## config.mk

```make
export PLATFORM = sky130hd
export DESIGN_NAME = writeback_unit
export DESIGN_NICKNAME = d
export VERILOG_FILES = /design/src/design/tinker_pkg.sv /design/src/design/writeback_unit.sv
export SDC_FILE = /design/constraint.sdc
export NUM_CORES = 1
export LEC_CHECK = 0
export ABC_CLOCK_PERIOD_IN_PS = 4700
export BUFFER_PORTS_ARGS = -buffer_cell sky130_fd_sc_hd__buf_2
export CORE_AREA = 3 3 108 110
export DETAILED_ROUTE_END_ITERATION = 10
export DIE_AREA = 0 0 111 113
export PLACE_DENSITY_LB_ADDON = 0.25
export SLEW_MARGIN = 0
export SYNTH_ARGS = -nofsm -noshare
export SYNTH_HDL_FRONTEND = slang
export SYNTH_SLANG_ARGS = --single-unit
```

## constraint.sdc

```tcl
create_clock -name clk -period 4.7 [get_ports clk]
set_input_delay 0.47 -clock clk [delete_from_list [all_inputs] [get_ports clk]]
set_output_delay 0.47 -clock clk [all_outputs]
set_load 0.05 [all_outputs]
```

## src/design/tinker_pkg.sv

```systemverilog
package tinker_pkg;

    localparam int xlen = 64; // data path width
    localparam int ilen = 32; // instruction width

    typedef logic [4:0] reg_addr_t;

    // tinker opcode points, [31:27] of the instruction
    typedef enum logic [4:0] {
        op_and    = 5'h00,
        op_or     = 5'h01,
        op_xor    = 5'h02,
        op_not    = 5'h03,
        op_shftr  = 5'h04,
        op_shftri = 5'h05,
        op_shftl  = 5'h06,
        op_shftli = 5'h07,
        op_br     = 5'h08, // pc = rd
        op_brr_rd = 5'h09, // pc += rd
        op_brr_l  = 5'h0a, // pc += sext(L)
        op_brnz   = 5'h0b,
        op_brgt   = 5'h0e,
        op_halt   = 5'h0f,
        op_load   = 5'h10, // mov rd,(rs)(L)
        op_mov_rr = 5'h11,
        op_mov_rl = 5'h12,
        op_store  = 5'h13, // mov (rd)(L),rs
        op_add    = 5'h18,
        op_addi   = 5'h19,
        op_sub    = 5'h1a,
        op_subi   = 5'h1b
    } opcode_t;

    localparam logic [ilen-1:0] nop_word = 32'h8800_0000; // mov r0,r0

    typedef enum logic [1:0] {
        from_regfile = 2'd0,
        from_exmem   = 2'd1,
        from_memwb   = 2'd2
    } fwd_sel_t;

    typedef struct packed {
        logic reg_write;
        logic mem_read;
        logic mem_write;
        logic mem_to_reg; // wb picks load data
        logic halt;
    } ctrl_t;

    typedef struct packed {
        ctrl_t            ctrl;
        opcode_t          opcode;
        reg_addr_t        rd;
        reg_addr_t        rs;
        reg_addr_t        rt;
        logic [11:0]      lit;
        logic [31:0]      pc;
        logic [xlen-1:0]  rd_val;
        logic [xlen-1:0]  rs_val;
        logic [xlen-1:0]  rt_val;
    } idex_t;

    typedef struct packed {
        ctrl_t            ctrl;
        logic [xlen-1:0]  alu_result; // also the mem address
        logic [xlen-1:0]  store_data;
        reg_addr_t        dest;
    } exmem_t;

    typedef struct packed {
        ctrl_t            ctrl;
        logic [xlen-1:0]  load_data;
        logic [xlen-1:0]  alu_result;
        reg_addr_t        dest;
    } memwb_t;

    typedef struct packed {
        logic             we;
        reg_addr_t        dest;
        logic [xlen-1:0]  data;
    } wb_t;

    typedef struct packed {
        logic             we;
        logic [12:0]      addr; // double word index
        logic [xlen-1:0]  data;
    } prog_load_t;

    typedef struct packed {
        logic             valid;
        logic [31:0]      addr;
        logic [xlen-1:0]  data;
    } store_obs_t;

endpackage

```

## src/design/writeback_unit.sv

```systemverilog
module writeback_unit (
    input  logic                        clk,
    input  logic                        reset,
    input  tinker_pkg::exmem_t          exmem,
    input  logic [tinker_pkg::xlen-1:0] load_data,  // combinational MEM read
    output tinker_pkg::reg_addr_t       memwb_dest,
    output logic                        memwb_write,
    output tinker_pkg::wb_t             wb,
    output logic                        hlt
);
    tinker_pkg::memwb_t memwb;
    logic               hlt_hold; // keeps hlt up after the halt leaves

    always_ff @(posedge clk or posedge reset) begin
        if (reset) begin
            memwb    <= '0;
            hlt_hold <= 1'b0;
        end else begin
            memwb <= '{ctrl: exmem.ctrl, load_data: load_data,
                       alu_result: exmem.alu_result, dest: exmem.dest};
            if (memwb.ctrl.halt)
                hlt_hold <= 1'b1;
        end
    end

    assign memwb_dest  = memwb.dest;
    assign memwb_write = memwb.ctrl.reg_write;
    assign wb.we       = memwb.ctrl.reg_write;
    assign wb.dest     = memwb.dest;
    assign wb.data     = memwb.ctrl.mem_to_reg ? memwb.load_data : memwb.alu_result;
    assign hlt         = memwb.ctrl.halt || hlt_hold;

endmodule

```

# ---- After elaboration in Yosys (flattened, before gate mapping)
# Index checks and enable logic that the tools add are counted.
dict set report word_totals {
  register_bits 137
  inputBits 204
  output_inout_bits 77
  wordCells 9
}
dict set report classes {
  muxes 1
  n_reduce_logical 1
}
# operator count
set op_table {}
lappend op_table {{two-way mux 64 bit} 1}
lappend op_table {{logical OR 1 bit} 1}

# ---- Depth between registers and ports, before layout
dict set report logic_depth {
  word_depth 1
  depth_mapped 3
  ltp_nobuf 1
}

# ---- Worst setup path after synthesis
# Ideal clock, no wire load.
dict set report synth_timing {
  kind {reg-to-output}
  start {reg memwb[134] (netlist name)}
  end {out wb[10] (netlist name)}
  t_arrival_ps 1040
  required_ps 4230
  setup_slack_ps 3190
  stages_incl_launch_ff 4
  path_buffers 2
  cell_sequence {dfrtp_1 -> buf_6 -> buf_12 -> mux2_4}
}
# item line
set synth_lines {}
lappend synth_lines {{start: declaration} writeback_unit.sv:11} ;# tinker_pkg::memwb_t memwb;
lappend synth_lines {{start signal: assignment} writeback_unit.sv:19} ;# memwb <= '{ctrl: exmem.ctrl, load_data: load_data,
lappend synth_lines {{end: declaration} writeback_unit.sv:8} ;# output tinker_pkg::wb_t wb,

==> reports/metrics.yaml <==
place:
  dp_hpwl_mm: 6.55
  dpl-instance-area_um2: 5670
  io_buffers: 214
  gp_congestion: 0.739
sta:
  setup_viol: 0
  tns_ps: 0
  timing.final.crit_share: 0.642
  period_minus_slack_ps: 3020
  worst_slew_pin_slew_ps: 756
  rsz0062_at_grt: "false"
  hold_viol: 0
  slew_headroom: 0.496
  fmax_mhz: 331
  maxSlewViolCount: 0
  skew_ps: 0.0421
worst_setup_path:
  worstPathRequired_ps: 4230
  worstPathMaxFanout: 41
  cp.arrival_ps: 2550
  r2r-end: "hlt_hold$_DFFE_PP0P_"
  r2r_cells: 1
  critPathLaunchType: "flip-flop"
  endpoint: "wb[7]"
  crit_path_end_kind: "primary output"
  timing.rr.start: "hlt_hold$_DFFE_PP0P_"
  startpoint: "memwb[134]$_DFF_PP0_"
  reg2reg_slack_ps: 3930
  crit_type: "reg -> out"
clocking:
  cts_sinks: 137
  post_cts_buffers: 0
  clk_pin_slew_ps: 60
  numCtsBuffers: 17
  cts_resized: 0
  cts_tree: "built"
  clockBufferDepth: 2
  cts_root_buffer: "clkbuf_8"
  worstSkewPairLatency_ps: 510
  cts-htree-levels: 4
layout:
  n_antenna_cell: 0
  fin_area_um2: 6340
  final_common_cell: "buf_2"
  area_growth_pct: 37.7
  layout_common_cells: "214 x buf_2, 136 x dfrtp_1, 60 x mux2_4, 16 x clkbuf_16, 6 x bufinv_16"
  drive_above_1_share: 0.696
  nets: 645
  fillers: 853
detailed_routing:
  drtAntennaViolNets: 0
  drtPass1Iterations: 3
  viasPerCell: 4.31
  drt_iter0_markers: 63
  wl_mm: 8.95
  vias: 2559
  drcViolationCount: 0
  drt-wirelength-per-cell_um: 15.1
power_and_ir_drop:
  switchingPower_mw: 0.740
  power_density_nw_per_um2: 491
  leakagePower_nw: 3.28
  power_frac_seq: 0.407
  p_sw_frac: 0.238
  p_int_mw: 2.37
  pwr-share-clk: 0.470
  ir_drop_v: 0.000325
  pwr-share-comb: 0.123
global_routing:
  grt_max_degree: 63
  gr-total-overflow: 0
  grt_pass1_wl_mm: 14.5
  grt_pass1_vias: 2907
  grt_usage: 0.153
  antenna_found_initial: 0
floorplanning:
  die_w_um: 111
  initial_core_util: 0.427
  core_um2: 10800
  die_h_um: 113
  dieArea_um2: 12500
  row_count: 38
  ioPinCount: 281
yosys:
  synth_nets: 426
  yosys_warnings: 0
  syn_area_per_cell_um2: 20.7
  synthDistinctLibCells: 8
  syn_inst: 222
  ys_seq_area_frac: 0.745
  synth_area_um2: 4600
  ys_ff_latch: 137
outcome:
  status: "completed"
min_path:
  hold_class: "in -> reg"
run:
  cap_viol_max_count: 0
-- flip-flops by register name, summed over array words and instances, names as in the netlist --
register / cells
memwb_dest: 5
hlt_hold: 1
memwb_write: 1
memwb: 130
-- critical path, cell delays in order (launching register included) --
cell	delay (ps)
dfrtp_4	930
buf_4	530
mux2_4	350
buf_2	210
-- power groups by stage --
stage	logic [mW]	registers (mW)	clock network, mW
6_report	0.383	1.27	1.46
5_1_grt	0.406	1.27	1.56
2_1_floorplan	0.302	1.27	0
4_1_cts	0.390	1.27	1.50
3_5_place_dp	0.388	1.29	0
3_3_place_gp	0.384	1.28	0
-- worst min-delay path by stage --
stage | cells past startpoint | end | slack (ps) | from
4_1_cts | 1 | memwb[35]$_DFF_PP0_ | 30 | exmem[99]
5_1_grt | 1 | memwb[13]$_DFF_PP0_ | 30 | exmem[77]
3_5_place_dp | 1 | hlt_hold$_DFFE_PP0P_ | 440 | memwb[133]$_DFF_PP0_
2_1_floorplan | 1 | hlt_hold$_DFFE_PP0P_ | 430 | memwb[133]$_DFF_PP0_
6_report | 1 | memwb[26]$_DFF_PP0_ | 60 | exmem[90]
3_3_place_gp | 1 | hlt_hold$_DFFE_PP0P_ | 440 | memwb[133]$_DFF_PP0_
-- layer usage --
metal,GRT usage,share of wire,up-vias
met5,0,0,-
met4,0.0714,0.018,0
met3,0.0866,0.13,18
met2,0.251,0.51,134
met1,0.160,0.35,1243
li1,-,-,1164
-- metrics by stage --
step | util | hold slack [ps] | power, mW | setup WS, ps | instances
floorplan | - | 427 | 1.58 | 562 | 222
global placement | 0.525 | 435 | 1.67 | 2150 | 561
detailed placement | 0.525 | 438 | 1.68 | 2180 | 561
CTS | 0.588 | 26.6 | 3.16 | 1610 | 594
global route | 0.588 | 28.2 | 3.24 | 1550 | 594
finish | 0.588 | 60.2 | 3.11 | 1680 | 594
-- synthesized netlist by cell type --
library cell,number,share of area
buf_4,11,0.018
mux2_4,60,0.20
buf_12,6,0.026
buf_6,1,0.0024
or2_2,2,0.0027
inv_1,1,0.00081
dfrtp_1,137,0.74
mux2_2,4,0.0098
-- kinds of logic (layout without fill, tap and decap cells) --
| family | Yosys count | in the layout | share of synthesized area |
|---|---|---|---|
| DFF | 137 | 137 | 0.745 |
| muxes | 64 | 64 | 0.205 |
| buffers and inverters | 19 | 251 | 0.0473 |
| and+or+nand+nor | 2 | 2 | 0.00272 |
-- area by class of cell --
cell class              count  area, µm²  area share
inverters                   1       6.26    0.000987
repair buffers            218       1100       0.174
flip-flops and latches    137       3430       0.541
well taps                 140        175      0.0276
clock inverters            12        220      0.0347
clock buffers              20        445      0.0702
multi-input cells          66        958       0.151
-- what timing repair did --
| action | CTS | global route |
|---|---|---|
| endpoints found under the setup margin | 0 | 0 |
| hold endpoints to repair | 26 | 0 |
| hold buffers | 1 | 0 |
(Power assumes the default switching activity.)
