===== src/design/tinker_pkg.sv =====
package tinker_pkg;

    localparam int xlen = 64; // data path width
    localparam int ilen = 32; // instruction width

    typedef logic [4:0] reg_addr_t;

    // tinker opcode points, [31:27] of the instruction
    typedef enum logic [4:0] {
        op_and    = 5'h00,
        op_or     = 5'h01,
        op_xor    = 5'h02,
        op_not    = 5'h03,
        op_shftr  = 5'h04,
        op_shftri = 5'h05,
        op_shftl  = 5'h06,
        op_shftli = 5'h07,
        op_br     = 5'h08, // pc = rd
        op_brr_rd = 5'h09, // pc += rd
        op_brr_l  = 5'h0a, // pc += sext(L)
        op_brnz   = 5'h0b,
        op_brgt   = 5'h0e,
        op_halt   = 5'h0f,
        op_load   = 5'h10, // mov rd,(rs)(L)
        op_mov_rr = 5'h11,
        op_mov_rl = 5'h12,
        op_store  = 5'h13, // mov (rd)(L),rs
        op_add    = 5'h18,
        op_addi   = 5'h19,
        op_sub    = 5'h1a,
        op_subi   = 5'h1b
    } opcode_t;

    localparam logic [ilen-1:0] nop_word = 32'h8800_0000; // mov r0,r0

    typedef enum logic [1:0] {
        from_regfile = 2'd0,
        from_exmem   = 2'd1,
        from_memwb   = 2'd2
    } fwd_sel_t;

    typedef struct packed {
        logic reg_write;
        logic mem_read;
        logic mem_write;
        logic mem_to_reg; // wb picks load data
        logic halt;
    } ctrl_t;

    typedef struct packed {
        ctrl_t            ctrl;
        opcode_t          opcode;
        reg_addr_t        rd;
        reg_addr_t        rs;
        reg_addr_t        rt;
        logic [11:0]      lit;
        logic [31:0]      pc;
        logic [xlen-1:0]  rd_val;
        logic [xlen-1:0]  rs_val;
        logic [xlen-1:0]  rt_val;
    } idex_t;

    typedef struct packed {
        ctrl_t            ctrl;
        logic [xlen-1:0]  alu_result; // also the mem address
        logic [xlen-1:0]  store_data;
        reg_addr_t        dest;
    } exmem_t;

    typedef struct packed {
        ctrl_t            ctrl;
        logic [xlen-1:0]  load_data;
        logic [xlen-1:0]  alu_result;
        reg_addr_t        dest;
    } memwb_t;

    typedef struct packed {
        logic             we;
        reg_addr_t        dest;
        logic [xlen-1:0]  data;
    } wb_t;

    typedef struct packed {
        logic             we;
        logic [12:0]      addr; // double word index
        logic [xlen-1:0]  data;
    } prog_load_t;

    typedef struct packed {
        logic             valid;
        logic [31:0]      addr;
        logic [xlen-1:0]  data;
    } store_obs_t;

endpackage


===== src/design/decode_unit.sv =====
module decode_unit (
    input  logic                        clk,
    input  logic                        reset,
    input  logic [tinker_pkg::ilen-1:0] ifid_instr,
    input  logic [31:0]                 ifid_pc,
    output tinker_pkg::reg_addr_t       rf_addr_rd,
    output tinker_pkg::reg_addr_t       rf_addr_rs,
    output tinker_pkg::reg_addr_t       rf_addr_rt,
    input  logic [tinker_pkg::xlen-1:0] rf_rd_val,
    input  logic [tinker_pkg::xlen-1:0] rf_rs_val,
    input  logic [tinker_pkg::xlen-1:0] rf_rt_val,
    output logic                        stall,
    output logic                        branch_taken,
    output logic [31:0]                 branch_target,
    output logic                        halt_seen,
    output tinker_pkg::idex_t           idex
);
    tinker_pkg::opcode_t op;
    logic [11:0]         lit;
    tinker_pkg::ctrl_t   ctrl;
    logic                take_raw; // branch decision before stall gating

    // field split
    assign op         = tinker_pkg::opcode_t'(ifid_instr[31:27]);
    assign rf_addr_rd = ifid_instr[26:22];
    assign rf_addr_rs = ifid_instr[21:17];
    assign rf_addr_rt = ifid_instr[16:12];
    assign lit        = ifid_instr[11:0];

    always_comb begin
        ctrl = '0;
        case (op)
            tinker_pkg::op_add, tinker_pkg::op_addi, tinker_pkg::op_sub, tinker_pkg::op_subi,
            tinker_pkg::op_and, tinker_pkg::op_or, tinker_pkg::op_xor, tinker_pkg::op_not,
            tinker_pkg::op_shftr, tinker_pkg::op_shftri, tinker_pkg::op_shftl,
            tinker_pkg::op_shftli, tinker_pkg::op_mov_rr, tinker_pkg::op_mov_rl:
                ctrl.reg_write = 1'b1;
            tinker_pkg::op_load: begin
                ctrl.reg_write  = 1'b1;
                ctrl.mem_read   = 1'b1;
                ctrl.mem_to_reg = 1'b1;
            end
            tinker_pkg::op_store: ctrl.mem_write = 1'b1;
            tinker_pkg::op_halt:  ctrl.halt      = 1'b1;
            default: ; // branches and unknown codes carry no control
        endcase
    end

    // early branch resolve, regfile values only
    always_comb begin
        take_raw      = 1'b0;
        branch_target = ifid_pc + 32'd4;
        case (op)
            tinker_pkg::op_br: begin
                take_raw      = 1'b1;
                branch_target = rf_rd_val[31:0];
            end
            tinker_pkg::op_brr_rd: begin
                take_raw      = 1'b1;
                branch_target = ifid_pc + rf_rd_val[31:0];
            end
            tinker_pkg::op_brr_l: begin
                take_raw      = 1'b1;
                branch_target = ifid_pc + {{20{lit[11]}}, lit};
            end
            tinker_pkg::op_brnz: begin
                take_raw      = (rf_rs_val != '0);
                branch_target = rf_rd_val[31:0];
            end
            tinker_pkg::op_brgt: begin
                take_raw      = ($signed(rf_rs_val) > $signed(rf_rt_val));
                branch_target = rf_rd_val[31:0];
            end
            default: ;
        endcase
    end

    // load in ID/EX feeding any field of this instruction
    assign stall = idex.ctrl.mem_read &&
                   ((idex.rd == rf_addr_rd) || (idex.rd == rf_addr_rs) ||
                    (idex.rd == rf_addr_rt));

    assign branch_taken = take_raw && !stall;  // retried after the hold
    assign halt_seen    = ctrl.halt && !stall;

    always_ff @(posedge clk or posedge reset) begin
        if (reset) begin
            idex <= '0;
        end else if (stall) begin
            idex <= '0; // bubble
        end else begin
            idex <= '{ctrl: ctrl, opcode: op, rd: rf_addr_rd, rs: rf_addr_rs,
                      rt: rf_addr_rt, lit: lit, pc: ifid_pc, rd_val: rf_rd_val,
                      rs_val: rf_rs_val, rt_val: rf_rt_val};
        end
    end

    // a taken branch never waits on a load still in ID/EX
    no_branch_on_stall: assert property (
        @(posedge clk) disable iff (reset) !(take_raw && stall));

endmodule


===== config.mk =====
export PLATFORM = sky130hd
export DESIGN_NAME = decode_unit
export DESIGN_NICKNAME = d
export VERILOG_FILES = /design/src/design/tinker_pkg.sv /design/src/design/decode_unit.sv
export SDC_FILE = /design/constraint.sdc
export NUM_CORES = 1
export LEC_CHECK = 0
export ABC_CLOCK_PERIOD_IN_PS = 12500
export BUFFER_PORTS_ARGS = -buffer_cell sky130_fd_sc_hd__buf_2
export CORE_AREA = 4 4 216 218
export DETAILED_ROUTE_END_ITERATION = 12
export DIE_AREA = 0 0 220 222
export PLACE_DENSITY = 0.52
export SYNTH_ARGS = -nofsm -noshare
export SYNTH_HDL_FRONTEND = slang
export SYNTH_SLANG_ARGS = --single-unit

===== constraint.sdc =====
create_clock -name clk -period 12.5 [get_ports clk]
set_clock_uncertainty 0.05 [all_clocks]
set_input_delay 0 -clock clk [delete_from_list [all_inputs] [get_ports clk]]
set_output_delay 0 -clock clk [all_outputs]
set_load 0.005 [all_outputs]

After elaboration in Yosys (flattened, before gate mapping)
Cells that the tools add are included.
{ "totals": {"register_bits": 261, "input_bits": 258, "out_inout_bits": 311, "wordCells": 60} }
{ "op_classes": {"addsub": 3, "magnitude_cmp": 1, "n_eq_ne": 24, "n_mux": 7, "reduce_logical": 11} }
{ "op_table": {"columns": ["op", "n"], "rows": [
  ["$mux 261", 1],
  ["$pmux 32 s3", 1],
  ["$add 32x32->32", 2],
  ["$gt 64x64->1", 1],
  ["$reduce_bool 64->1", 1],
  ["$eq 5x5->1 const B", 8],
  ["$add 32x3->32 const B", 1],
  ["$eq 5x4->1 const B", 6],
  ["$eq 5x3->1 const B", 4],
  ["$eq 5x5->1", 3],
  ["$reduce_or 15->1", 1],
  ["$eq 5x2->1 const B", 2],
  ["$reduce_or 3->1", 2],
  ["$eq 5x1->1 const B", 1],
  ["$logic_not 5->1", 1],
  ["$mux 1", 4],
  ["$logic_and 1x1->1", 3],
  ["$pmux 1 s3", 1],
  ["$logic_or 1x1->1", 2],
  ["$logic_not 1->1", 1]
]} }

Logic depth before layout (Yosys ltp)
{ "depth": {"ltp_word": 6, "depth_mapped": 14, "ltp_nobuf": 13} }

Worst setup path after synthesis
No wires, ideal clock.
{ "synth_path": {"kind": "input port to output port", "startpoint": "in ifid_instr[28] in the netlist's numbering", "endpoint": "out branch_target[30]", "arrival_ps": 3143, "required_ps": 12450, "slack_ps": 9307, "stages": 13, "path_buffers": 1, "path_cell_list": "nor2b_2 -> nand2_1 -> buf_1 -> mux2_2 -> ha_1 -> fa_1 -> a211oi_1 -> o21bai_1 -> a21oi_1 -> o211ai_2 -> o2111ai_1 -> o211ai_2 -> a311o_1"} }
{ "synth_via": {"elab_chain_len": 3, "elab_cells_between_ends": 7, "classes_between": "eq/ne (5); mux (1); reduce/logical (1)"} }
{ "synth_rtl": {"columns": ["item", "line_no", "text"], "rows": [
  ["start, declared", "decode_unit.sv:4", "input logic [tinker_pkg::ilen-1:0] ifid_instr,"],
  ["$eq 5x4->1", "decode_unit.sv:53", "case (op)"],
  ["$reduce_or 3->1 (no line)", null, null],
  ["$pmux 32 s3 (*)", "decode_unit.sv:53", null],
  ["end, declared", "decode_unit.sv:14", "output logic [31:0] branch_target,"]
]} }
Mark *: on every way between the ends. The rest lies on a longest branch, timed or not.

Worst setup path after layout
{ "layout_path": {"startpoint": "in ifid_instr[29] in the netlist's numbering", "endpoint": "out branch_target[26]"} }
Same word-level chain as after synthesis.

==> summary.md <==
| Metric | Value |
|---|---|
| Most frequent cells in the layout | `buf_2 (568), dfrtp_1 (260), dlygate4sd3_1 (259)` |
| # Post-CTS Setup Buffers | `0` |
| Io pins | `569` |
| Area contributors post-synth | `dfrtp_1 (49%), and2_1 (9.4%), ha_1 (9.1%)` |
| Clk buf depth | `3` |
| RSZ-0062 raised after global routing | `no` |
| Setup CP Type | `in2out` |
| Die span in x | `roughly 220 µm` |
| Setup ws final | `8.012 ns` |
| Startpoint types | `primary input` |
| Antenna-violating nets left | `0` |
| All-Layer GR Usage | `20.62%` |
| Critical path arrival | `approximately 4.4 ns` |
| Most common cell after layout, fill and taps aside | `buf_2` |
| CP Capture Type | `output port` |
| Critical Path Fanout Max | `33` |
| Die area | `slightly below 0.05 mm²` |
| Simple-gate share of the synthesized area | `between 10% and 20%` |
| Vias in the first global route | `roughly 14,000` |
| Ys flop type | `dfrtp_1` |
| Biggest register | `idex` |
| Max-slew violation count | `0` |
| Adder-cell share of the synthesized area | `a little under a tenth` |
| Synth area leader | `dfrtp_1` |
| Setup TNS | `0 ns` |
| Compound-gate portion of the synthesized area | `12.39%` |
| First-pass DRT Iterations | `5` |
| Post-DP Area | `between 0.015 and 0.02 mm²` |
| Post-Synth XOR/XNOR Area | `approximately 4.4%` |
| Worst VDD drop | `about 95 µV` |
| Syn Nets | `1,619` |
| Initial DRC Count | `between 500 and 600` |
| Final std cells w/o fill | `about 2,700` |
| Area taken by multi-input logic gates | `just over 0.006 mm²` |
| GPL Wtd Cong | `0.8666` |
| CTS Hold Buffers Added | `roughly 260` |
| Post-synth EDFFs | `0` |
| Worst Path Required | `roughly 12 ns` |
| Synth Instances | `between 1,000 and 1,500` |
| Register Area | `approximately 0.0065 mm²` |
| Status | `finished, final reports clean` |
| Final setup violation count | `0` |
| Remaining Overflow, GRT | `0` |
| Post-route DRC violation count | `0` |
| Post-synthesis mux area share | `1.176%` |
| Antenna violations before repair | `3` |
| Clk Latency, worst-skew pair | `about 0.57 ns` |
| Top flop regs | `idex x260` |
| Utilization after layout | `45.09%` |
| Post-CTS sizing | `0` |
| Share of layout cells above drive strength 1 | `between 30% and 40%` |
| Avg Cell Area, Syn | `approximately 10 µm²` |
| Clock-pin transition on the worst setup and hold timing paths | `0.06 ns` |
| Starting Density | `~30%` |
| Seq/Total Area, Yosys | `49.32%` |
| PD cells | `111.3 mW/mm²` |
| Core footprint | `~0.045 mm²` |
| Die Ht | `approximately 220 µm` |
| Clock root cell | `clkbuf_16` |
| Port bufs | `568` |
| Total power | `approximately 2.3 mW` |
| Max Fclk | `between 200 and 250 MHz` |
| Post-synth top area share | `around 50%` |
| Hold Slack | `roughly 0.12 ns` |
| Sink Count | `260` |
| Pre-CTS setup slack | `between 8 and 9 ns` |
| First-pass GRT wire length | `79.16 mm` |
| Max Cap Viol | `0` |
| Routed vias/inst | `4.650` |
| Largest net degree at the start of global routing | `approximately 130` |
| Cell area after synthesis | `~0.013 mm²` |
| Largest family of logic cells by synthesized area | `simple AND/OR/NAND/NOR gates` |
| HP Class | `in2reg` |
| Fin. Hold Viols | `0` |
| HPWL Detailed | `just under 40 mm` |
| Detailed Route WL | `between 50 and 60 mm` |
| Slew @ Worst Pin | `around 1 ns` |
| Layout fillers | `~4,300` |
| Total CTS buffers | `31` |
| P&R area growth vs syn | `53.44%` |
| Fin crit period | `4.488 ns` |
| Layout Cell Area excl Fill | `just over 0.02 mm²` |
| Row cnt | `between 70 and 80` |
| Ys async rst share | `100.0%` |
| Routed len/inst | `19.50 µm` |
| Via count | `about 13,000` |
| Yosys reg bits | `260` |
| P_leak | `between 9 and 10 nW` |
| Placed Instances | `about 2,400` |
| Htree depth | `1` |
| Fin nets | `roughly 2,400` |
| Distinct cell type count of the synthesized netlist | `between 60 and 70` |
| Synth warn | `0` |
| Clock tree from TritonCTS | `built` |
| Max reg flops | `260` |
| Period utilization | `a little over a third` |
| Rel. slew slack | `between 30% and 40%` |
layer usage:
layer  up-vias  GRT usage, %  part of all wire [%]
met1      6055         23.74                    39
li1       5942             -                     -
met5         -             0                     0
met3        96         5.235                   7.7
met2       476         37.30                    51
met4         0         6.341                   3.1
Yosys cell counts (all sizes together), types with 14 or more instances:
library cell / n
xor2: 31
a21oi: 64
nor2: 98
nor3: 14
buf: 17
a21o: 57
inv: 78
clkbuf: 44
dfrtp: 260
ha: 96
o21ai: 34
nand4: 21
nand2: 37
nor4: 17
a221oi: 18
and2: 199
and3: 14
xnor2: 36
nand3: 28
critical path, cell delays in order:
cell           delay, ns
dlygate4sd3_1       0.56
buf_2               0.18
nor3b_2             0.32
nand2_1             0.10
buf_4               0.27
mux2_2              0.33
ha_1                0.23
fa_1                0.43
a211oi_1            0.26
o21bai_1            0.10
a21oi_1             0.37
o211ai_2            0.28
o2111ai_1           0.29
o211ai_2            0.20
xnor2_1             0.22
o221ai_1            0.14
buf_2               0.15
final timing paths:
| path | startpoint | end | slack (ns) | cells past startpoint |
|---|---|---|---|---|
| max | ifid_instr[29] | branch_target[26] | 8.01 | 17 |
| max reg2reg | idex[247] | idex[259] | 8.71 | 10 |
| min in group asynchronous | reset | idex[117] | 0.13 | 3 |
| max in group asynchronous | reset | idex[220] | 10.01 | 5 |
| min reg2reg | idex[259] | idex[12] | 0.78 | 3 |
| min | rf_rd_val[57] | idex[185] | 0.12 | 3 |
report_power, final:
group	total (mW)	switching [mW]	leakage (nW)	internal (mW)
registers	0.900	0.0139	3.04	0.886
logic	0.450	0.229	6.44	0.221
clock network	0.904	0.361	0.510	0.543
total	2.25	0.604	9.99	1.65
logic make-up (layout without fill, tap and decap cells):
group,Yosys count,after routing
buffers and inverters,139,975
muxes,14,14
xor gates and xnor gates,67,67
DFF,260,260
other,0,3
adders and majority gates,97,97
AOI/OAI and AO/OA,234,234
and+or+nand+nor,453,453
area by class of cell:
type | instances | share of cell area (%)
Sequential cell | 260 | 32.14
Multi-Input combinational cell | 865 | 30.24
Timing Repair Buffer | 839 | 27.29
Clock buffer | 47 | 4.524
Tap cell | 600 | 3.709
Inverter | 78 | 1.483
Clock inverter | 11 | 0.5686
Antenna cell | 3 | 0.03709
Power figures use the tool's default switching activity.
