File: src/design/tinker_pkg.sv
package tinker_pkg;

    localparam int xlen = 64; // data path width
    localparam int ilen = 32; // instruction width

    typedef logic [4:0] reg_addr_t;

    // tinker opcode points, [31:27] of the instruction
    typedef enum logic [4:0] {
        op_and    = 5'h00,
        op_or     = 5'h01,
        op_xor    = 5'h02,
        op_not    = 5'h03,
        op_shftr  = 5'h04,
        op_shftri = 5'h05,
        op_shftl  = 5'h06,
        op_shftli = 5'h07,
        op_br     = 5'h08, // pc = rd
        op_brr_rd = 5'h09, // pc += rd
        op_brr_l  = 5'h0a, // pc += sext(L)
        op_brnz   = 5'h0b,
        op_brgt   = 5'h0e,
        op_halt   = 5'h0f,
        op_load   = 5'h10, // mov rd,(rs)(L)
        op_mov_rr = 5'h11,
        op_mov_rl = 5'h12,
        op_store  = 5'h13, // mov (rd)(L),rs
        op_add    = 5'h18,
        op_addi   = 5'h19,
        op_sub    = 5'h1a,
        op_subi   = 5'h1b
    } opcode_t;

    localparam logic [ilen-1:0] nop_word = 32'h8800_0000; // mov r0,r0

    typedef enum logic [1:0] {
        from_regfile = 2'd0,
        from_exmem   = 2'd1,
        from_memwb   = 2'd2
    } fwd_sel_t;

    typedef struct packed {
        logic reg_write;
        logic mem_read;
        logic mem_write;
        logic mem_to_reg; // wb picks load data
        logic halt;
    } ctrl_t;

    typedef struct packed {
        ctrl_t            ctrl;
        opcode_t          opcode;
        reg_addr_t        rd;
        reg_addr_t        rs;
        reg_addr_t        rt;
        logic [11:0]      lit;
        logic [31:0]      pc;
        logic [xlen-1:0]  rd_val;
        logic [xlen-1:0]  rs_val;
        logic [xlen-1:0]  rt_val;
    } idex_t;

    typedef struct packed {
        ctrl_t            ctrl;
        logic [xlen-1:0]  alu_result; // also the mem address
        logic [xlen-1:0]  store_data;
        reg_addr_t        dest;
    } exmem_t;

    typedef struct packed {
        ctrl_t            ctrl;
        logic [xlen-1:0]  load_data;
        logic [xlen-1:0]  alu_result;
        reg_addr_t        dest;
    } memwb_t;

    typedef struct packed {
        logic             we;
        reg_addr_t        dest;
        logic [xlen-1:0]  data;
    } wb_t;

    typedef struct packed {
        logic             we;
        logic [12:0]      addr; // double word index
        logic [xlen-1:0]  data;
    } prog_load_t;

    typedef struct packed {
        logic             valid;
        logic [31:0]      addr;
        logic [xlen-1:0]  data;
    } store_obs_t;

endpackage

File: src/design/fetch_unit.sv
module fetch_unit #(
    parameter logic [31:0] pc_reset_addr = 32'h0000_2000
) (
    input  logic                        clk,
    input  logic                        reset,
    input  logic [tinker_pkg::ilen-1:0] instr,         // word at pc
    input  logic                        stall,         // load-use hold
    input  logic                        branch_taken,
    input  logic [31:0]                 branch_target,
    input  logic                        halt_seen,
    output logic [31:0]                 pc,
    output logic [tinker_pkg::ilen-1:0] ifid_instr,
    output logic [31:0]                 ifid_pc
);
    logic halted; // sticky stop after halt decode

    always_ff @(posedge clk or posedge reset) begin
        if (reset) begin
            pc         <= pc_reset_addr;
            ifid_instr <= tinker_pkg::nop_word;
            ifid_pc    <= '0;
            halted     <= 1'b0;
        end else begin
            if (halt_seen)
                halted <= 1'b1;
            if (branch_taken) begin
                pc         <= branch_target;
                ifid_instr <= tinker_pkg::nop_word; // squash wrong-path word
                ifid_pc    <= '0;
            end else if (halted || halt_seen) begin
                ifid_instr <= tinker_pkg::nop_word; // drain, pc frozen
            end else if (!stall) begin
                pc         <= pc + 32'd4;
                ifid_instr <= instr;
                ifid_pc    <= pc;
            end
        end
    end

    // word aligned fetch, including branch targets
    pc_aligned: assert property (@(posedge clk) disable iff (reset) pc[1:0] == 2'b00);

endmodule

File: config.mk
export PLATFORM = sky130hd
export DESIGN_NAME = fetch_unit
export DESIGN_NICKNAME = d
export VERILOG_FILES = /design/src/design/tinker_pkg.sv /design/src/design/fetch_unit.sv
export SDC_FILE = /design/constraint.sdc
export NUM_CORES = 1
export LEC_CHECK = 0
export BUFFER_PORTS_ARGS = -buffer_cell sky130_fd_sc_hd__buf_2
export CORE_MARGIN = 5
export CORE_UTILIZATION = 45
export CTS_CLUSTER_SIZE = 25
export DETAILED_ROUTE_END_ITERATION = 10
export PLACE_DENSITY = 0.77
export SYNTH_ARGS = -nofsm -noshare
export SYNTH_HDL_FRONTEND = slang
export SYNTH_SLANG_ARGS = --single-unit
File: constraint.sdc
create_clock -name clk -period 3.8 [get_ports clk]
set_input_delay 1.14 -clock clk [delete_from_list [all_inputs] [get_ports clk]]
set_output_delay 1.14 -clock clk [all_outputs]
set_load 0.02 [all_outputs]
Word-level counts from Yosys, hierarchy flattened
Cells that the tools add are included.
{"block": "totals", "reg_bits": 97, "latch_bits": 0, "ram_bits": 0, "mem_bits_ro": 0, "input_bits": 69, "n_memories": 0}
{"block": "op_classes", "add_sub_neg": 1, "multipliers": 0, "div": 0, "n_lt_le_gt_ge": 0, "n_eq_ne": 3, "shift": 0, "mux": 9, "bitwise": 0, "reduce_logical": 2}
{"cell": "32-bit two-way mux", "n": 9}
{"cell": "32-bit by 3-bit adder with 32-bit output, second input constant", "n": 1}
{"cell": "3-bit by 1-bit inequality test with 1-bit output, second input constant", "n": 1}
{"cell": "2-bit by 1-bit inequality test with 1-bit output, second input constant", "n": 1}
{"cell": "2-bit inequality test, second input constant", "n": 1}
{"cell": "2-bit AND reduction", "n": 1}
{"cell": "1-bit logical OR", "n": 1}

Longest topological paths before layout
Gate-level depths: netlist (run 1).
{"block": "depth", "depth_word": 4, "mapped_depth": 6, "ltp_nobuf": 5}

Worst setup path before layout (run 1)
OpenSTA, ideal clock, no wires.
{"block": "synth_path", "path_type": "in2reg", "startpoint": "in stall", "endpoint": "reg pc[22]", "arrival_ns": 3.060, "required_time_ns": 3.718, "setup_slack_ns": 0.658, "stages": 6, "n_path_buf": 2, "cell_sequence": "or4b_1 buf_2 or4_1 buf_2 or4_1 a31oi_1"}
{"block": "synth_between", "elab_chain_len": 2}
{"item": "from (decl)", "line": "fetch_unit.sv:7", "rtl": "input logic stall,"}
{"item": "2-bit by 1-bit inequality test with 1-bit output (no line)"}
{"item": "2-bit AND reduction (no line)"}
{"item": "to (signal assigned)", "line": "fetch_unit.sv:19", "rtl": "pc <= pc_reset_addr;"}
{"item": "to (signal assigned)", "line": "fetch_unit.sv:27", "rtl": "pc <= branch_target;"}
{"item": "to (signal assigned)", "line": "fetch_unit.sv:33", "rtl": "pc <= pc + 32'd4;"}
{"item": "to (decl)", "line": "fetch_unit.sv:11", "rtl": "output logic [31:0] pc,"}
Every way passes these cells.
A chain may end at the register's enable or synchronous reset.

Worst setup path in the final report (run 1)
Same ends and word-level chain as after synthesis.

==> results of run 1 <==
## registers in the layout (all words and copies together) (netlist names)
signal / count
halted: 1
ifid_pc: 32
ifid_instr: 32
pc: 32
## cells in the mapped netlist (2+ instances only)
library cell  instances
or3_1                 9
mux2_2                2
a31oi_1              14
nor4_1                2
o21ai_0              15
nand4_1               9
and4_1                3
or2_2                 3
xnor2_1               6
buf_2                 2
nor3_1                4
o31ai_1               9
nor2b_1               3
a211o_1               4
mux2i_1              31
a21oi_1              34
buf_1                 2
nor2_1               47
dfstp_2               3
nand3_1              14
or4_1                19
o311ai_0              2
nand2_1              93
inv_1                 4
xor2_1                2
clkbuf_1             27
dfrtp_1              94
o211ai_1              2
## critical path, cell delays in order
cell and delay (ns):
buf_2 0.10, or4b_1 0.68, or4_1 0.75, or4_1 0.53
a31oi_1 0.18
## power groups by stage
| stage | Sequential (uW) | Combinational (uW) | Clock [uW] |
|---|---|---|---|
| 2_1_floorplan | 1160 | 117 | 0 |
| 3_3_place_gp | 1150 | 248 | 0 |
| 3_5_place_dp | 1150 | 251 | 0 |
| 4_1_cts | 1130 | 252 | 804 |
| 5_1_grt | 1140 | 276 | 859 |
| 6_report | 1130 | 249 | 793 |
## final cells by class
type | count | area (um2) | share of cell area, %
flip-flops and latches | 97 | 2431 | 43.16
multi-input cells | 335 | 1902 | 33.76
repair buffers | 172 | 880.8 | 15.64
well taps | 133 | 166.4 | 2.954
clock buffers | 10 | 127.6 | 2.266
clock inverters | 5 | 103.9 | 1.844
inverters | 5 | 21.27 | 0.3776
## per-layer routing
metal  track usage, %  vias up  wire (um)  share of wire [%]
met2            33.48      173       5954                 47
met5                0        -          0                  0
met3            3.288       15        921                7.3
li1                 -     1951          -                  -
met1            30.21     1930       5591                 44
met4            8.014        0        200                1.6
## kinds of logic after synthesis
logic type / count (synthesis)
XOR/XNOR: 8
multiplexers: 33
buffers and inverters: 36
AND/OR/NAND/NOR: 212
AO/OA/AOI/OAI: 81
adder cells (fa/ha/maj): 1
flip-flops: 97
## path summary, 6_finish.rpt
kind                                                   end  cells after the start                     from  slack (ns)
worst max-delay path                    pc[22]$_DFFE_PP0P_                      5                    stall        0.70
min in group asynchronous       ifid_instr[17]$_DFFE_PP0P_                      2                    reset        0.78
max in group asynchronous       ifid_instr[30]$_DFFE_PP0P_                      3                    reset        2.21
worst min register to register     ifid_pc[10]$_DFFE_PP0P_                      2  ifid_pc[10]$_DFFE_PP0P_        0.52
worst max register to register          pc[22]$_DFFE_PP0P_                      4       halted$_DFFE_PP0P_        1.12
worst min-delay path               ifid_pc[10]$_DFFE_PP0P_                      2  ifid_pc[10]$_DFFE_PP0P_        0.52
## metrics by stage
step	setup slack [ns]	cell area [um2]	cells	power [uW]	hold slack, ns
floorplan	0.1312	4466	468	1278	0.5149
global placement	0.4059	5401	742	1394	0.5018
detailed placement	0.3578	5401	742	1399	0.5098
CTS	0.7326	5633	757	2184	0.5278
global route	0.6269	5633	757	2271	0.5434
finish	0.6972	5633	757	2171	0.5241
==> run metrics, run 1 <==
status=complete, no violations; post-synthesis mux area share=7.453%; period utilization=81.65%; Arr. time, crit path=between 3 and 4 ns; cts bufs inserted=9; num rows=36; Layout fillers=898; detailed-route via count=around 4.1k; power share of the clock group=between 30% and 40%; Slew Limit Headroom=between 20% and 30%; most frequent cells in the layout=buf_2 (164), dfrtp_1 (94), nand2_1 (93); worst skew pair latency=between 0.3 and 0.4 ns; Syn Nets=538; dpl hpwl=between 9 and 10 mm; Post-Synth Adder-Cell Area=less than 1%; Vias/cell=roughly 5.4; core area=~0.0097 mm2; Tot GR Track Use=21.42%; Synth Area in Compound Gates=about a tenth; worst min path class=flop to flop; flops & latches, synth=between 90 and 100; Syn Inst Count=about 470; H-tree levels=3; diode count=0; worst slew pin tran=approximately 1.1 ns; Synth area leader=dfrtp_1; Worst setup EP type=flop; crit-path max FO=10; utilization after layout=a little under 60%; commonest non-fill, non-tap cell in the layout=buf_2; maximum clock rate=roughly 320 MHz; sw power=approximately 580 uW; clock buffer depth=2; io pins=roughly 170; RSZ-0062 raised after global routing=no; share of layout cells above drive strength 1=roughly a third; Cell Pwr Density=between 300 and 400 mW/mm2; Post-synth EDFFs=0; Area contributors post-synth=dfrtp_1 (53%), nand2_1 (7.8%), mux2i_1 (6.9%); top cell type's share of synthesized area=a little over half; setup_tns=0 ns; WL final=roughly 13 mm; largest family of logic cells by synthesized area=simple AND/OR/NAND/NOR gates; die area=0.01202 mm2; post-route ant nets=0; hold_buf cts=0; CTS tree=built; grt ovf=0; Combinational Power Share=11.5%; routability cong.=between 0.8 and 0.9; maxcap violations=0; clock slew at reported path FFs=about 0.09 ns; die width=between 100 and 150 um; dominant synthesized flop cell=dfrtp_1; Synth Area in Simple Gates=22.50%; Final setup viols=0; final max-slew violation count=0; TritonCTS Sinks=a little under 100; final hold vios=0; Pint=about 1600 uW; vias in the first global route=just under 4k; initial antenna violation count=0; Final min period=approximately 3.1 ns; I/O Buffers=between 150 and 200; Die Y=roughly 110 um; share of flip-flops with an asynchronous set or reset=100.0%; Data required, critical path=between 4 and 5 ns; post-CTS sizing=0; setup bufs post-CTS=0; first-pass GRT wire length=about 20 mm; number of library cell types mapped by synthesis=37; Seq/Total Area, Yosys=between 50% and 60%; drt wl/cell=about 17 um; DRT Pass-1 Iters=5; 1st-iter DRT viols=between 200 and 300; post-synthesis cell area=~0.0045 mm2; crit path kind=input port to flop; final clock skew=0.01171 ns; final net count=690; sw frac=26.51%; Seq pwr share=52.0%; CTS root buf=clkbuf_8; Initial Utilization=a little under half; area growth from synthesis to layout=26.14%; CP Launch Type=input port; Syn Area/Cell=between 9 and 10 um2; largest net degree at the start of global routing=56; number of remaining DRC errors=0; worst IR drop on VDD=0.1694 mV; warnings from Yosys=0; Leak Pwr=0.002716 uW; xor/xnor cell area share of the yosys netlist=under 10%
Note: power is estimated with default switching activity, not from simulation.
==> run 2, diff against run 1 <==
- clock period: 3.8 -> 2.6 ns (I/O delays scaled with it)
==> run metrics, run 2 (synthesized netlist as in run 1, its figures left out) <==
CTS tree=built; biggest regs=ifid_instr (32), ifid_pc (32), pc (32); final hold vios=0 (unchanged); Slowest-stage cell, CP=or4_4; Final min period=between 2 and 2.5 ns; detailed-route via count=4154 (+2.1%); worst IR drop on VDD=0.3208 mV (+89%); worst slew pin tran=0.7486 ns (-0.3087 ns); most frequent cells in the layout=buf_2 (164), dfrtp_1 (94), nand2_1 (93); largest net degree at the start of global routing=35 (-38%); Die Y=109.6 um (unchanged); grt ovf=0 (unchanged); final clock skew=0.01330 ns (+0.001594 ns); TritonCTS Sinks=97 (unchanged); worst skew pair latency=0.37 ns (about the same); commonest non-fill, non-tap cell in the layout=buf_2; Data required, critical path=2.90 ns (-1.18 ns); setup bufs post-CTS=0 (unchanged); DRT Pass-1 Iters=5 (unchanged); Critical R2R Capture=pc[17]$_DFFE_PP0P_; crit path kind=input port to flop; number of remaining DRC errors=0 (unchanged); Total Power=2954 uW (+36%); 1st-iter DRT viols=237 (-19%); Top Family by Delay on Critical Path=simple AND/OR/NAND/NOR gates; clock buffer depth=2 (unchanged); Hold Path Sink=ifid_pc[31]$_DFFE_PP0P_; Tot GR Track Use=21.10% (-0.31 points); WL final=12.67 mm (about the same); maximum clock rate=423.0 MHz; worst-path cell chain=buf_2, or4b_4, or4_4, or4_1, a31oi_1; met3 usage=4.110% (+0.82 points); initial antenna violation count=1 (+1); GR Util met1=27.36% (-2.8 points); Initial Utilization=45.90% (unchanged); area growth from synthesis to layout=29.00%; worst min path class=flop to flop; crit-path max FO=11 (+1); diode count=0 (unchanged); final max-slew violation count=0 (unchanged); CTS root buf=clkbuf_8; Min-Delay Startpoint=ifid_pc[31]$_DFFE_PP0P_; Crit path buffers/inverters=1 (unchanged); Vias/cell=5.353 (-0.41%); post-route ant nets=0 (unchanged); Cell Pwr Density=512.9 mW/mm2 (+33%); final net count=708 (+2.6%); num rows=36 (unchanged); die width=109.6 um (unchanged); dpl hpwl=9.610 mm (+3.4%); Slew Limit Headroom=49.99% (+20 points); share of layout cells above drive strength 1=34.21% (+2.6 points); CP Launch Type=input port; maxcap violations=0 (unchanged); die area=0.01202 mm2 (unchanged); RSZ-0062 raised after global routing=no; WHS Path Cells=2 (unchanged); core area=0.009729 mm2 (unchanged); routability cong.=0.8035 (-4.7%); I/O Buffers=164 (unchanged); Final setup viols=0 (unchanged); io pins=165 (unchanged); H-tree levels=3 (unchanged); Worst R2R Setup Slack=0.30 ns (-0.82 ns); slowest stage delay, CP=0.61 ns (-0.14 ns); R2R Path Start=halted$_DFFE_PP0P_; Post-Place Worst Slack=-0.1258 ns (-0.4836 ns); Arr. time, crit path=2.66 ns (-0.73 ns); post-CTS sizing=0 (unchanged); status=complete, no violations; period utilization=between 90% and 100%; cts bufs inserted=9 (unchanged); drt wl/cell=16.33 um (-2.4%); slack of the critical path=0.2361 ns (-0.4611 ns); hold_buf cts=0 (unchanged); clock slew at reported path FFs=0.09 ns (about the same); Worst setup EP type=flop; GR Util met2=35.14% (+1.7 points); first-pass GRT wire length=19.75 mm (-1.3%); vias in the first global route=4123 (+5.4%); Register-to-Register Path Depth=4 (unchanged); most used routing layer=met2; Leak Pwr=0.002778 uW (+2.3%)
==> run 2: cell count changes in the layout (fill, tap and decap cells not counted), moves of 2 or more <==
cell and change:
bufinv_16 -3, or4_4 +2, buf_4 +16, or4_1 -2, buf_12 +2, clkinvlp_4 +4
==> run 2: area by class of cell <==
class / instances / area [um2]
clock buffer: 11 / 141.4
clock inverter: 5 / 40.04
fill: 880 / 3969
tap: 133 / 166.4
inverter: 5 / 22.52
timing repair buffer: 190 / 1041
sequential: 97 / 2431
multi-input combinational: 335 / 1918
==> run 2: worst max-delay path by stage <==
stage | endpoint | slack [ns] | cells after the start | start
after floorplan | pc[17]$_DFFE_PP0P_ | -0.12 | 6 | stall
after global placement | pc[19]$_DFFE_PP0P_ | -0.1 | 5 | stall
after detailed placement | pc[17]$_DFFE_PP0P_ | -0.13 | 5 | stall
after CTS | pc[17]$_DFFE_PP0P_ | 0.25 | 5 | stall
after global routing | pc[19]$_DFFE_PP0P_ | 0.20 | 5 | stall
final | pc[17]$_DFFE_PP0P_ | 0.24 | 5 | stall
==> run 2: per-layer routing <==
layer / vias up / wire length (um) / share of wire, %
met3: 16 / 826 / 6.5
li1: 1986 / - / -
met5: - / 13 / 0.10
met1: 2004 / 5324 / 42
met2: 146 / 6315 / 50
met4: 2 / 190 / 1.5
==> run 2: metrics by stage <==
stage | cells | TNS (ns) | cell area, um2 | util, % | hold WS (ns)
floorplan | 468 | -0.1620 | 4509 | - | 0.5209
global route | 776 | 0 | 5761 | 59.21 | 0.5472
global placement | 760 | -0.2114 | 5579 | 57.34 | 0.4999
finish | 776 | 0 | 5761 | 59.21 | 0.5214
CTS | 776 | 0 | 5761 | 59.21 | 0.5246
detailed placement | 760 | -0.3267 | 5579 | 57.34 | 0.5088
==> run 2: tightest hold or removal path, cell delays in order (launching register included) <==
cell	delay, ns
dfrtp_1	0.38
nand2_1	0.06
a21oi_1	0.05
==> run 2: where the power goes <==
part | total [uW] | leakage (uW) | switching (uW) | internal [uW]
sequential | 1630 | 0.00127 | 78.3 | 1550
combinational | 406 | 0.00143 | 244 | 162
clock | 916 | 0.0000822 | 537 | 379
total | 2950 | 0.00278 | 859 | 2100
